`src/irq_ctrl_defines.svh`:
```
// shared sizing macros and register offsets for the interrupt controller
// include wherever the source count, APB widths or offsets are needed

`ifndef IRQ_CTRL_DEFINES_SVH
`define IRQ_CTRL_DEFINES_SVH

////////////////////////////////////////////////////////////
// source and tree sizing
////////////////////////////////////////////////////////////

// level sensitive interrupt sources
`define IRQ_CTRL_NUM 24
// branching factor of the priority tree, must be a power of two
`define IRQ_CTRL_SPLIT 2
// enough bits to index every source
`define IRQ_CTRL_ID_W 5

////////////////////////////////////////////////////////////
// APB widths and register map
////////////////////////////////////////////////////////////

`define IRQ_CTRL_AW 4
`define IRQ_CTRL_DW 32

// offsets are sized to IRQ_CTRL_AW
`define IRQ_CTRL_REG_ENABLE  4'h0
`define IRQ_CTRL_REG_PENDING 4'h4
`define IRQ_CTRL_REG_CLEAR   4'h8
`define IRQ_CTRL_REG_CLAIM   4'hC

`endif
```
`src/irq_ctrl_pkg.sv`:
```
// types shared by the interrupt controller blocks and its testbench
// refer to them with irq_ctrl_pkg:: scoped names

`include "irq_ctrl_defines.svh"

package irq_ctrl_pkg;

    // one bit per interrupt source
    typedef logic [`IRQ_CTRL_NUM-1:0]  irq_vec_t;
    // index of a single source
    typedef logic [`IRQ_CTRL_ID_W-1:0] irq_id_t;
    // APB read/write data
    typedef logic [`IRQ_CTRL_DW-1:0]   apb_data_t;

    // APB request from the master side
    typedef struct packed {
        logic                    psel;
        logic                    penable;
        logic                    pwrite;
        logic [`IRQ_CTRL_AW-1:0] paddr;
        apb_data_t               pwdata;
    } apb_req_t;

    // APB response, completes in the access phase so no pready
    typedef struct packed {
        apb_data_t prdata;
        logic      pslverr;
    } apb_rsp_t;

    // registered winner of the priority selection
    typedef struct packed {
        logic    vld;
        irq_id_t id;
    } claim_t;

endpackage

```
`src/irq_ctrl.sv`:
```
// top level of the interrupt controller
// APB registers feed the priority tree, the select stage drives irq and irq_id

`include "irq_ctrl_defines.svh"

module irq_ctrl (
    input  logic                   clk,
    input  logic                   rst_n,
    input  irq_ctrl_pkg::irq_vec_t irq_src,
    input  irq_ctrl_pkg::apb_req_t apb_req,
    output irq_ctrl_pkg::apb_rsp_t apb_rsp,
    output logic                   irq,
    output irq_ctrl_pkg::irq_id_t  irq_id
);

    // pending and enabled sources
    irq_ctrl_pkg::irq_vec_t active;
    // lowest numbered active source, one-hot
    irq_ctrl_pkg::irq_vec_t oht;
    logic                   vld;
    // registered winner, also read back through CLAIM
    irq_ctrl_pkg::claim_t   claim;

    ////////////////////////////////////////////////////////////
    // input side
    ////////////////////////////////////////////////////////////

    irq_ctrl_apb_regs u_regs (
        .clk     (clk),
        .rst_n   (rst_n),
        .irq_src (irq_src),
        .apb_req (apb_req),
        .apb_rsp (apb_rsp),
        .claim   (claim),
        .active  (active)
    );

    // combinational priority pick
    pry2oht_tree #(
        .WIDTH (`IRQ_CTRL_NUM),
        .SPLIT (`IRQ_CTRL_SPLIT)
    ) u_tree (
        .pry (active),
        .oht (oht),
        .vld (vld)
    );

    ////////////////////////////////////////////////////////////
    // output side
    ////////////////////////////////////////////////////////////

    irq_ctrl_select u_select (
        .clk   (clk),
        .rst_n (rst_n),
        .oht   (oht),
        .vld   (vld),
        .claim (claim)
    );

    assign irq    = claim.vld;
    assign irq_id = claim.id;

endmodule

```
`src/irq_ctrl_select.sv`:
```
// output side of the interrupt controller
// encodes the one-hot winner into an index and registers it as the claim

`include "irq_ctrl_defines.svh"

module irq_ctrl_select (
    input  logic                   clk,
    input  logic                   rst_n,
    input  irq_ctrl_pkg::irq_vec_t oht,
    input  logic                   vld,
    output irq_ctrl_pkg::claim_t   claim
);

    ////////////////////////////////////////////////////////////
    // one-hot to index encoder
    ////////////////////////////////////////////////////////////

    irq_ctrl_pkg::irq_id_t id_nxt;

    // each index bit is the OR of the one-hot bits whose
    // position has that bit set
    generate
    for (genvar b = 0; b < `IRQ_CTRL_ID_W; b++) begin : enc
        irq_ctrl_pkg::irq_vec_t sel;

        for (genvar i = 0; i < `IRQ_CTRL_NUM; i++) begin : pos
            // constant per position, keeps only the contributing bits
            assign sel[i] = (((i >> b) & 1) != 0) ? oht[i] : 1'b0;
        end : pos

        assign id_nxt[b] = |sel;
    end : enc
    endgenerate

    ////////////////////////////////////////////////////////////
    // claim register
    ////////////////////////////////////////////////////////////

    // second pipeline stage after the pending register
    always_ff @(posedge clk) begin
        if (!rst_n) begin
            claim <= '0;
        end else begin
            claim.vld <= vld;
            // index is zero when nothing is pending
            claim.id  <= id_nxt;
        end
    end

endmodule

```
`src/pry2oht_tree.sv`:
```
// rightmost priority to one-hot converter, built as a SPLIT-way tree
// input is zero padded up to a power of SPLIT and cropped again on output
// purely combinational, vld is high when any input bit is set

module pry2oht_tree #(
    parameter int unsigned WIDTH = 32,
    parameter int unsigned SPLIT = 2
)(
    input  logic [WIDTH-1:0] pry,
    output logic [WIDTH-1:0] oht,
    output logic             vld
);

    localparam int unsigned WIDTH_LOG = $clog2(WIDTH);
    localparam int unsigned SPLIT_LOG = $clog2(SPLIT);
    // guard against a zero divisor when SPLIT is illegal
    localparam int unsigned STEP      = (SPLIT_LOG == 0) ? 1 : SPLIT_LOG;
    // tree depth, rounded up so the padded width covers WIDTH
    localparam int unsigned LEVELS    = (WIDTH_LOG + STEP - 1) / STEP;
    localparam int unsigned POWER     = SPLIT ** LEVELS;

    generate
    if (SPLIT < 2 || SPLIT != (2 ** SPLIT_LOG)) begin : validation

        $error("pry2oht_tree: SPLIT must be a power of two and at least 2");
        assign oht = '0;
        assign vld = 1'b0;

    end : validation
    else begin : build

        logic [POWER-1:0] pry_ext;
        logic [POWER-1:0] oht_ext;

        // zero extend, padded leaves never win
        assign pry_ext = POWER'(pry);

        // level 0 holds the leaves, level LEVELS the root
        for (genvar l = 0; l <= LEVELS; l++) begin : lvl
            localparam int unsigned N = SPLIT ** (LEVELS - l);

            // subtree holds at least one request
            logic [N-1:0] v;
            // subtree lies on the path to the winner
            logic [N-1:0] m;

            ////////////////////////////////////////////////////////////
            // upward pass, valid is the OR of the children
            if (l == 0) begin : leaf
                assign v = pry_ext;
            end : leaf
            else begin : inner
                for (genvar n = 0; n < N; n++) begin : node
                    assign v[n] = |lvl[l-1].v[n*SPLIT +: SPLIT];
                end : node
            end : inner

            ////////////////////////////////////////////////////////////
            // downward pass, each node keeps its rightmost valid child
            if (l == LEVELS) begin : root
                assign m = v;
            end : root
            else begin : child
                for (genvar n = 0; n < N; n++) begin : node
                    // position among the siblings
                    localparam int unsigned C = n % SPLIT;
                    if (C == 0) begin : first
                        assign m[n] = lvl[l+1].m[n/SPLIT] & v[n];
                    end : first
                    else begin : other
                        // any lower sibling with a request blocks this one
                        assign m[n] = lvl[l+1].m[n/SPLIT] & v[n] & ~|v[n-C +: C];
                    end : other
                end : node
            end : child
        end : lvl

        assign oht_ext = lvl[0].m;
        assign vld     = lvl[LEVELS].v;

        // drop the padding
        assign oht = WIDTH'(oht_ext);

    end : build
    endgenerate

endmodule

```
`src/irq_ctrl_apb_regs.sv`:
```
// input side of the interrupt controller
// APB slave with the enable mask, sticky pending bits and the read mux
// drives the masked active vector into the priority tree

`include "irq_ctrl_defines.svh"

module irq_ctrl_apb_regs (
    input  logic                   clk,
    input  logic                   rst_n,
    input  irq_ctrl_pkg::irq_vec_t irq_src,
    input  irq_ctrl_pkg::apb_req_t apb_req,
    output irq_ctrl_pkg::apb_rsp_t apb_rsp,
    input  irq_ctrl_pkg::claim_t   claim,
    output irq_ctrl_pkg::irq_vec_t active
);

    ////////////////////////////////////////////////////////////
    // access decode
    ////////////////////////////////////////////////////////////

    // access phase, transfer completes here
    logic access;
    logic wr_en;
    logic rd_en;

    // address hits one of the four registers
    logic mapped;

    assign access = apb_req.psel & apb_req.penable;
    assign wr_en  = access & apb_req.pwrite & mapped;
    assign rd_en  = access & ~apb_req.pwrite;

    ////////////////////////////////////////////////////////////
    // enable mask
    ////////////////////////////////////////////////////////////

    irq_ctrl_pkg::irq_vec_t enable;

    // plain read/write, one bit per source
    always_ff @(posedge clk) begin
        if (!rst_n) begin
            enable <= '0;
        end else if (wr_en && apb_req.paddr == `IRQ_CTRL_REG_ENABLE) begin
            enable <= apb_req.pwdata[`IRQ_CTRL_NUM-1:0];
        end
    end

    ////////////////////////////////////////////////////////////
    // sticky pending bits
    ////////////////////////////////////////////////////////////

    irq_ctrl_pkg::irq_vec_t pending;
    // bits to drop this cycle, from a CLEAR write
    irq_ctrl_pkg::irq_vec_t clr_mask;

    always_comb begin
        clr_mask = '0;
        if (wr_en && apb_req.paddr == `IRQ_CTRL_REG_CLEAR) begin
            clr_mask = apb_req.pwdata[`IRQ_CTRL_NUM-1:0];
        end
    end

    // write one to clear, a source still high sets the bit again
    // so setting wins over clearing
    always_ff @(posedge clk) begin
        if (!rst_n) begin
            pending <= '0;
        end else begin
            pending <= (pending & ~clr_mask) | irq_src;
        end
    end

    // requests that may win the priority tree
    assign active = pending & enable;

    ////////////////////////////////////////////////////////////
    // read mux
    ////////////////////////////////////////////////////////////

    irq_ctrl_pkg::apb_data_t rdata;

    always_comb begin
        mapped = 1'b1;
        rdata  = '0;
        case (apb_req.paddr)
            `IRQ_CTRL_REG_ENABLE: begin
                rdata = irq_ctrl_pkg::apb_data_t'(enable);
            end
            `IRQ_CTRL_REG_PENDING: begin
                rdata = irq_ctrl_pkg::apb_data_t'(pending);
            end
            `IRQ_CTRL_REG_CLEAR: begin
                // write only, reads back zero
                rdata = '0;
            end
            `IRQ_CTRL_REG_CLAIM: begin
                // valid flag on top, index in the low bits
                rdata[`IRQ_CTRL_DW-1]      = claim.vld;
                rdata[`IRQ_CTRL_ID_W-1:0] = claim.id;
            end
            default: begin
                // unmapped offset, zero data and slave error
                mapped = 1'b0;
            end
        endcase
    end

    ////////////////////////////////////////////////////////////
    // response
    ////////////////////////////////////////////////////////////

    // data only during a read access, otherwise held at zero
    assign apb_rsp.prdata  = rd_en ? rdata : '0;
    // error flagged in the access cycle of an unmapped transfer
    assign apb_rsp.pslverr = access & ~mapped;

endmodule

```
`config.mk`:
```
export PLATFORM = sky130hd
export DESIGN_NAME = irq_ctrl
export DESIGN_NICKNAME = d
export VERILOG_FILES = /design/src/irq_ctrl_pkg.sv /design/src/irq_ctrl.sv /design/src/irq_ctrl_select.sv /design/src/pry2oht_tree.sv /design/src/irq_ctrl_apb_regs.sv
export VERILOG_INCLUDE_DIRS = /design/src
export SDC_FILE = /design/constraint.sdc
export NUM_CORES = 1
export LEC_CHECK = 0
export BUFFER_PORTS_ARGS = -buffer_cell sky130_fd_sc_hd__buf_2
export CAP_MARGIN = 20
export CORE_ASPECT_RATIO = 0.9
export CORE_MARGIN = 2
export CORE_UTILIZATION = 50
export CTS_CLUSTER_SIZE = 12
export DETAILED_ROUTE_END_ITERATION = 12
export PLACE_DENSITY = 0.85
export SYNTH_ARGS = -nofsm -noshare
export SYNTH_HDL_FRONTEND = slang
export SYNTH_SLANG_ARGS = --single-unit
```
`constraint.sdc`:
```
create_clock -name clk -period 5.8 [get_ports clk]
set_input_delay 1.16 -clock clk [delete_from_list [all_inputs] [get_ports clk]]
set_output_delay 1.16 -clock clk [all_outputs]
set_load 0.01 [all_outputs]
```
==> reports/results.ini, run 1 <==
[worst_setup_path]
worstSetupPathType = in2out
worstSetupStartpointType = primary input
worstPathMaxFanout = 19
endpoint_kind = output port
crit_required_ns = 4.64
critPathMaxStageDelay_ns = 0.66
critPathTopFamily = simple AND/OR/NAND/NOR gates
arrival_ns = 2.96
crit_path_frequent_cell = buf_2
cp_slowest_cell = or4_1
cp_num_buf_inv = 2
path_cells = buf_2 > or4_1 > nand2b_1 > nor2_1 > buf_2

[die]
die_w_um = 83.33
num_rows = 25
start_util_pct = 52.94
die_area_um2 = 6282
core_area_um2 = 5349
ios = 104
dieHeight_um = 75.39

[sta]
rsz0062_at_grt = false
fin_ws_ns = 1.682
setup_tns_ns = 0
setup_viol = 0
fmax_mhz = 242.8
finalClockSkew_ns = 0.009832
finalCritPeriodShare_pct = 71.00
slew_headroom_pct = 42.44
worst_slew_pin_slew_ns = 0.8634
slew_viol_final = 0
fin_crit_ns = 4.118
hold_viol = 0

[placement]
numPortBuffers = 88
gp_congestion = 0.7910
dpl_worst_slack_ns = 1.676
place_area_um2 = 3261
dpl.hpwl_mm = 4.831

[job]
cap_viol_max_count = 0

[pwr]
leakagePower_nw = 1.475
power_density_nw_per_um2 = 202.5
irDropWorstVdd_uv = 165.4
finalPower_w = 0.0006779

[global_routing]
grt_max_degree = 32
track_usage_pct = 20.97
antenna_found_initial = 0
grt_pass1_wl_mm = 10.76
grt-ovfl-total = 0
grt_pass1_vias = 2324

[clock_network]
root_buffer = clkbuf_8
post_cts_buffers = 0
clock-sinks = 54
hold_buffers = 0
cts_tree = built
cts_max_level = 2
clk_path_buf_depth = 2
clkTransAtPathRegs_ns = 0.09
cts.repair.resized = 0
clk_latency_ns = 0.31
cts_made_buffers = 5

[logic_synthesis]
synth.area.top_cells = dfxtp_1 38%, mux2i_1 17%, nor2_1 8.1%
yosysUniqueCellTypes = 45
synth_top_cell_by_area = dfxtp_1
ys_ff_latch = 54
synth-main-ff-cell = dfxtp_1
synth_area_um2 = 2831
synth_top_cell_area_share_pct = 38.18
synth_top_family_by_area = compound AO/OA/AOI/OAI gates
ys_top_cells_by_count = 61 x nor2_1, 54 x dfxtp_1, 48 x mux2i_1
synth-simple-area-share_pct = 14.98
syn_inst = 306
postSynthAreaPerCell_um2 = 9.253
synth_compound_area_share_pct = 24.57
synth_edf_count = 0
async_reset_ff_share_pct = 0
synthMuxAreaShare_pct = 16.97
yosys_warnings = 0
synth.most_common_cell = nor2_1
synth_xor_xnor_area_share_pct = 0
seq_area_frac_synth_pct = 38.18
synthAdderAreaFrac_pct = 0

[worst_hold_path]
hp-class = reg2reg

[layout]
layout.nets = 451
antenna_cells = 0
finalInstanceArea_um2 = 3347
drive_above_1_share_pct = 29.72
syn2layout_area_growth_pct = 18.21

[routing]
wl_mm = 6.640
drc = 0
final_antenna_net_count = 0
post_drt_wl_per_cell_um = 14.63
firstDrtPassIters = 4
routed_via_density = 5.529
vias = 2510
drt_iter0_drc = 160

[status]
status = complete, no violations

## routing by layer
layer	global-route usage, %	share of wire (%)
met5	0	0
met2	36.02	49
met4	5.829	0.92
met1	27.47	43
met3	4.225	7.2
## cells in the final DEF, fill, tap and decap left out, types with 5 or more instances in the layout
cell,n
a21oi_1,6
clkbuf_8,5
o21a_1,25
a31oi_1,7
buf_2,88
nand2_1,13
mux2i_1,48
a21boi_1,20
a22o_2,5
conb_1,7
dfxtp_1,54
nor2_1,60
## registers in the layout (all words and copies together) (netlist names)
| register | count |
|---|---|
| u_regs.pending | 24 |
| u_regs.enable | 24 |
| u_select.claim | 6 |
## final timing paths
path	endpoint	depth (start not counted)	slack [ns]	startpoint
max	apb_rsp[16]	5	1.68	apb_req[36]
min	u_regs.enable[3]	2	0.55	u_regs.enable[3]
max reg2reg	u_select.claim[2]	5	4.08	u_regs.pending[3]
min reg2reg	u_regs.enable[3]	2	0.55	u_regs.enable[3]
## cell type report
type                            instances  area, um2
Clock inverter                          2      13.76
Tap cell                               67      83.83
Inverter                                3      11.26
Multi-Input combinational cell        232       1629
Sequential cell                        54       1081
Clock buffer                            6      72.57
Fill cell                             483       2002
Timing Repair Buffer                   90      455.4
## report_power, final
part,internal [W],switching [W]
registers,0.000384,0.0000137
logic,0.0000383,0.0000356
clock network,0.0000855,0.000121
total,0.000508,0.000170
## cell families (layout without fill, tap and decap cells)
family,Yosys count,count (layout)
mux,48,48
flops,54,54
compound gates,88,88
other cells,1,7
buf+inv,26,101
simple gates,89,89
## worst register-to-register path: stages (launching register included)
cell     delay (ns)
dfxtp_1        0.35
a22o_2         0.31
nor4_4         0.37
nand3_2        0.12
or3_1          0.37
a21oi_1        0.14
## metrics by stage
stage | std cells | utilization [%] | hold WS (ns)
after floorplan | 312 | - | 0.5047
after global placement | 446 | 60.96 | 0.5219
after detailed placement | 446 | 60.96 | 0.5377
after CTS | 454 | 62.57 | 0.5526
after global routing | 454 | 62.57 | 0.5928
final | 454 | 62.57 | 0.5492
Power figures use the tool's default switching activity.
==> run 2: changes to the inputs <==
- CORE_UTILIZATION: 50 -> 45
- PLACE_DENSITY: 0.85 -> 0.81
- clock period: 5.8 -> 3.5 ns (I/O delays scaled with it)
==> run 2 against run 1 <==
Compared with the run above: critical path depth increased by 1; count of clock-buffer cells in the layout decreased by 1; non-clock buffer count increased by 4; clock power increased by 100%; global-route usage decreased by 1.4 points; power increased by 76%; worst setup slack got worse by 1.0 ns; first-iteration DRC count decreased by 47%; wire length increased by 3.0%; critical endpoint unchanged; largest power group unchanged.
==> reports/results.ini, run 2 (synthesis gave the netlist of run 1 again) <==
[placement]
gp_congestion = 0.7770  ; was 0.7910
numPortBuffers = 88  ; unchanged
dpl_worst_slack_ns = 0.6493  ; was 1.676 ns
dpl.hpwl_mm = 5.123  ; was 4.831 mm

[clock_network]
clk_latency_ns = 0.31  ; about the same
clk_path_buf_depth = 2  ; unchanged
hold_buffers = 0  ; unchanged
cts_made_buffers = 5  ; unchanged
cts.repair.resized = 0  ; unchanged
cts_tree = built  ; unchanged
clock-sinks = 54  ; unchanged
clkTransAtPathRegs_ns = 0.09  ; about the same
cts_max_level = 2  ; unchanged
root_buffer = clkbuf_8  ; unchanged
post_cts_buffers = 0  ; unchanged

[sta]
fin_ws_ns = 0.6465  ; was 1.682 ns
fin_crit_ns = 2.854
slew_headroom_pct = 38.78  ; was 42.44%
slew_viol_final = 0  ; unchanged
setup_tns_ns = 0  ; unchanged
finalCritPeriodShare_pct = 81.53
setup_viol = 0  ; unchanged
hold_viol = 0  ; unchanged
fmax_mhz = 350.4
rsz0062_at_grt = false  ; unchanged
worst_slew_pin_slew_ns = 0.9149  ; was 0.8634 ns
whs_ns = 0.5581  ; was 0.5492 ns
finalClockSkew_ns = 0.01125  ; was 0.009832 ns

[layout]
antenna_cells = 0  ; unchanged
multi_input_area_um2 = 1629  ; unchanged
biggestRegsByFlops = u_regs.enable: 24 flops, u_regs.pending: 24 flops, u_select.claim: 6 flops  ; unchanged
syn2layout_area_growth_pct = 20.95  ; was 18.21%
layout_commonest_cell = buf_2  ; unchanged
layout.nets = 455  ; was 451
seqCellArea_um2 = 1081  ; unchanged
mostFrequentLayoutCells = 88 x buf_2, 60 x nor2_1, 54 x dfxtp_1  ; unchanged
fillers = 569  ; was 483
drive_above_1_share_pct = 30.69  ; was 29.72%

[worst_setup_path]
critPathMaxStageDelay_ns = 0.67  ; was 0.66 ns
worstSetupPathType = in2out  ; unchanged
cp_slowest_cell = or4_1  ; unchanged
arrival_ns = 2.15  ; was 2.96 ns
crit_required_ns = 2.80  ; was 4.64 ns
path_cells = buf_2 > or4_1 > nand2b_1 > buf_4 > nor2_1 > buf_2  ; was buf_2 > or4_1 > nand2b_1 > nor2_1 > buf_2
cp_num_buf_inv = 3  ; was 2
worstPathMaxFanout = 11  ; was 19
worstSetupStartpointType = primary input  ; unchanged
critPathTopFamily = simple AND/OR/NAND/NOR gates  ; unchanged
endpoint_kind = output port  ; unchanged
crit_path_frequent_cell = buf_2  ; unchanged

[routing]
drc = 0  ; unchanged
post_drt_wl_per_cell_um = 14.31  ; was 14.63 um
wl_mm = 6.839  ; was 6.640 mm
met2WireLength_mm = 3.255  ; was 3.225 mm
m1WireLength_mm = 3.168  ; was 2.874 mm
drt_iter0_drc = 85  ; was 160
final_antenna_net_count = 0  ; unchanged
highest_layer = met4  ; unchanged
routed_via_density = 5.234  ; was 5.529
wl_met3_um = 351  ; was 479 um
vias = 2502  ; was 2510
firstDrtPassIters = 4  ; unchanged

[die]
core_area_um2 = 6115  ; was 5349 um2
dieHeight_um = 79.25  ; was 75.39 um
ios = 104  ; unchanged
start_util_pct = 46.31  ; was 52.94%
die_area_um2 = 6943  ; was 6282 um2
num_rows = 27  ; was 25
die_w_um = 87.62  ; was 83.33 um

[global_routing]
grt_pass1_vias = 2373  ; was 2324
grt_max_degree = 29  ; was 32
grt-ovfl-total = 0  ; unchanged
antenna_found_initial = 0  ; unchanged
grt_pass1_wl_mm = 10.83  ; was 10.76 mm
track_usage_pct = 19.56  ; was 20.97%

[worst_hold_path]
hp-class = reg2reg  ; unchanged

[pwr]
leakagePower_nw = 1.506  ; was 1.475 nW
power_density_nw_per_um2 = 349.4  ; was 202.5 nW/um2
irDropWorstVdd_uv = 172.8  ; was 165.4 uV

[job]
cap_viol_max_count = 0  ; unchanged

[status]
status = complete, no violations  ; unchanged

==> run 2: path summary, 6_finish.rpt <==
check	start	endpoint	slack [ns]	cells after the start
setup reg to reg	u_regs.pending[1]	u_select.claim[2]	1.74	5
hold / removal	u_regs.enable[14]	u_regs.enable[14]	0.56	2
setup / recovery	apb_req[36]	apb_rsp[16]	0.65	6
hold reg to reg	u_regs.enable[14]	u_regs.enable[14]	0.56	2
==> run 2: worst min-delay path, delay by kind of cell, from the launching register on <==
kind          cells  cell delay [ns]
flops             1             0.34
mux               1             0.13
simple gates      1             0.05
==> run 2: per-layer routing <==
layer  vias to the layer above  track usage, %
li1                       1253               -
met1                      1156           25.37
met2                        86           33.11
met3                         7           3.950
met4                         0           4.923
met5                         -               0
==> run 2: area by class of cell <==
class	count	area share [%]
multi-input cells	232	47.57
flip-flops and latches	54	31.57
repair buffers	94	14.18
well taps	87	3.179
clock buffers	5	2.010
clock inverters	3	1.169
inverters	3	0.3288
==> run 2: power breakdown <==
part	total (W)	switching (W)	leakage [nW]	internal [W]
Combinational	0.000125	0.0000608	1.01	0.0000642
Clock	0.000413	0.000202	0.0579	0.000211
Sequential	0.000659	0.0000227	0.443	0.000636
Total	0.00120	0.000285	1.51	0.000911
==> run 2: per-stage QoR <==
step	cell area (um2)	power, W	util, %	cells
after global routing	3425	0.001248	56.01	478
after global placement	3316	0.0007923	54.23	470
final	3425	0.001196	56.01	478
after detailed placement	3316	0.0007972	54.23	470
after CTS	3425	0.001207	56.01	478
after floorplan	2854	0.0007483	-	312
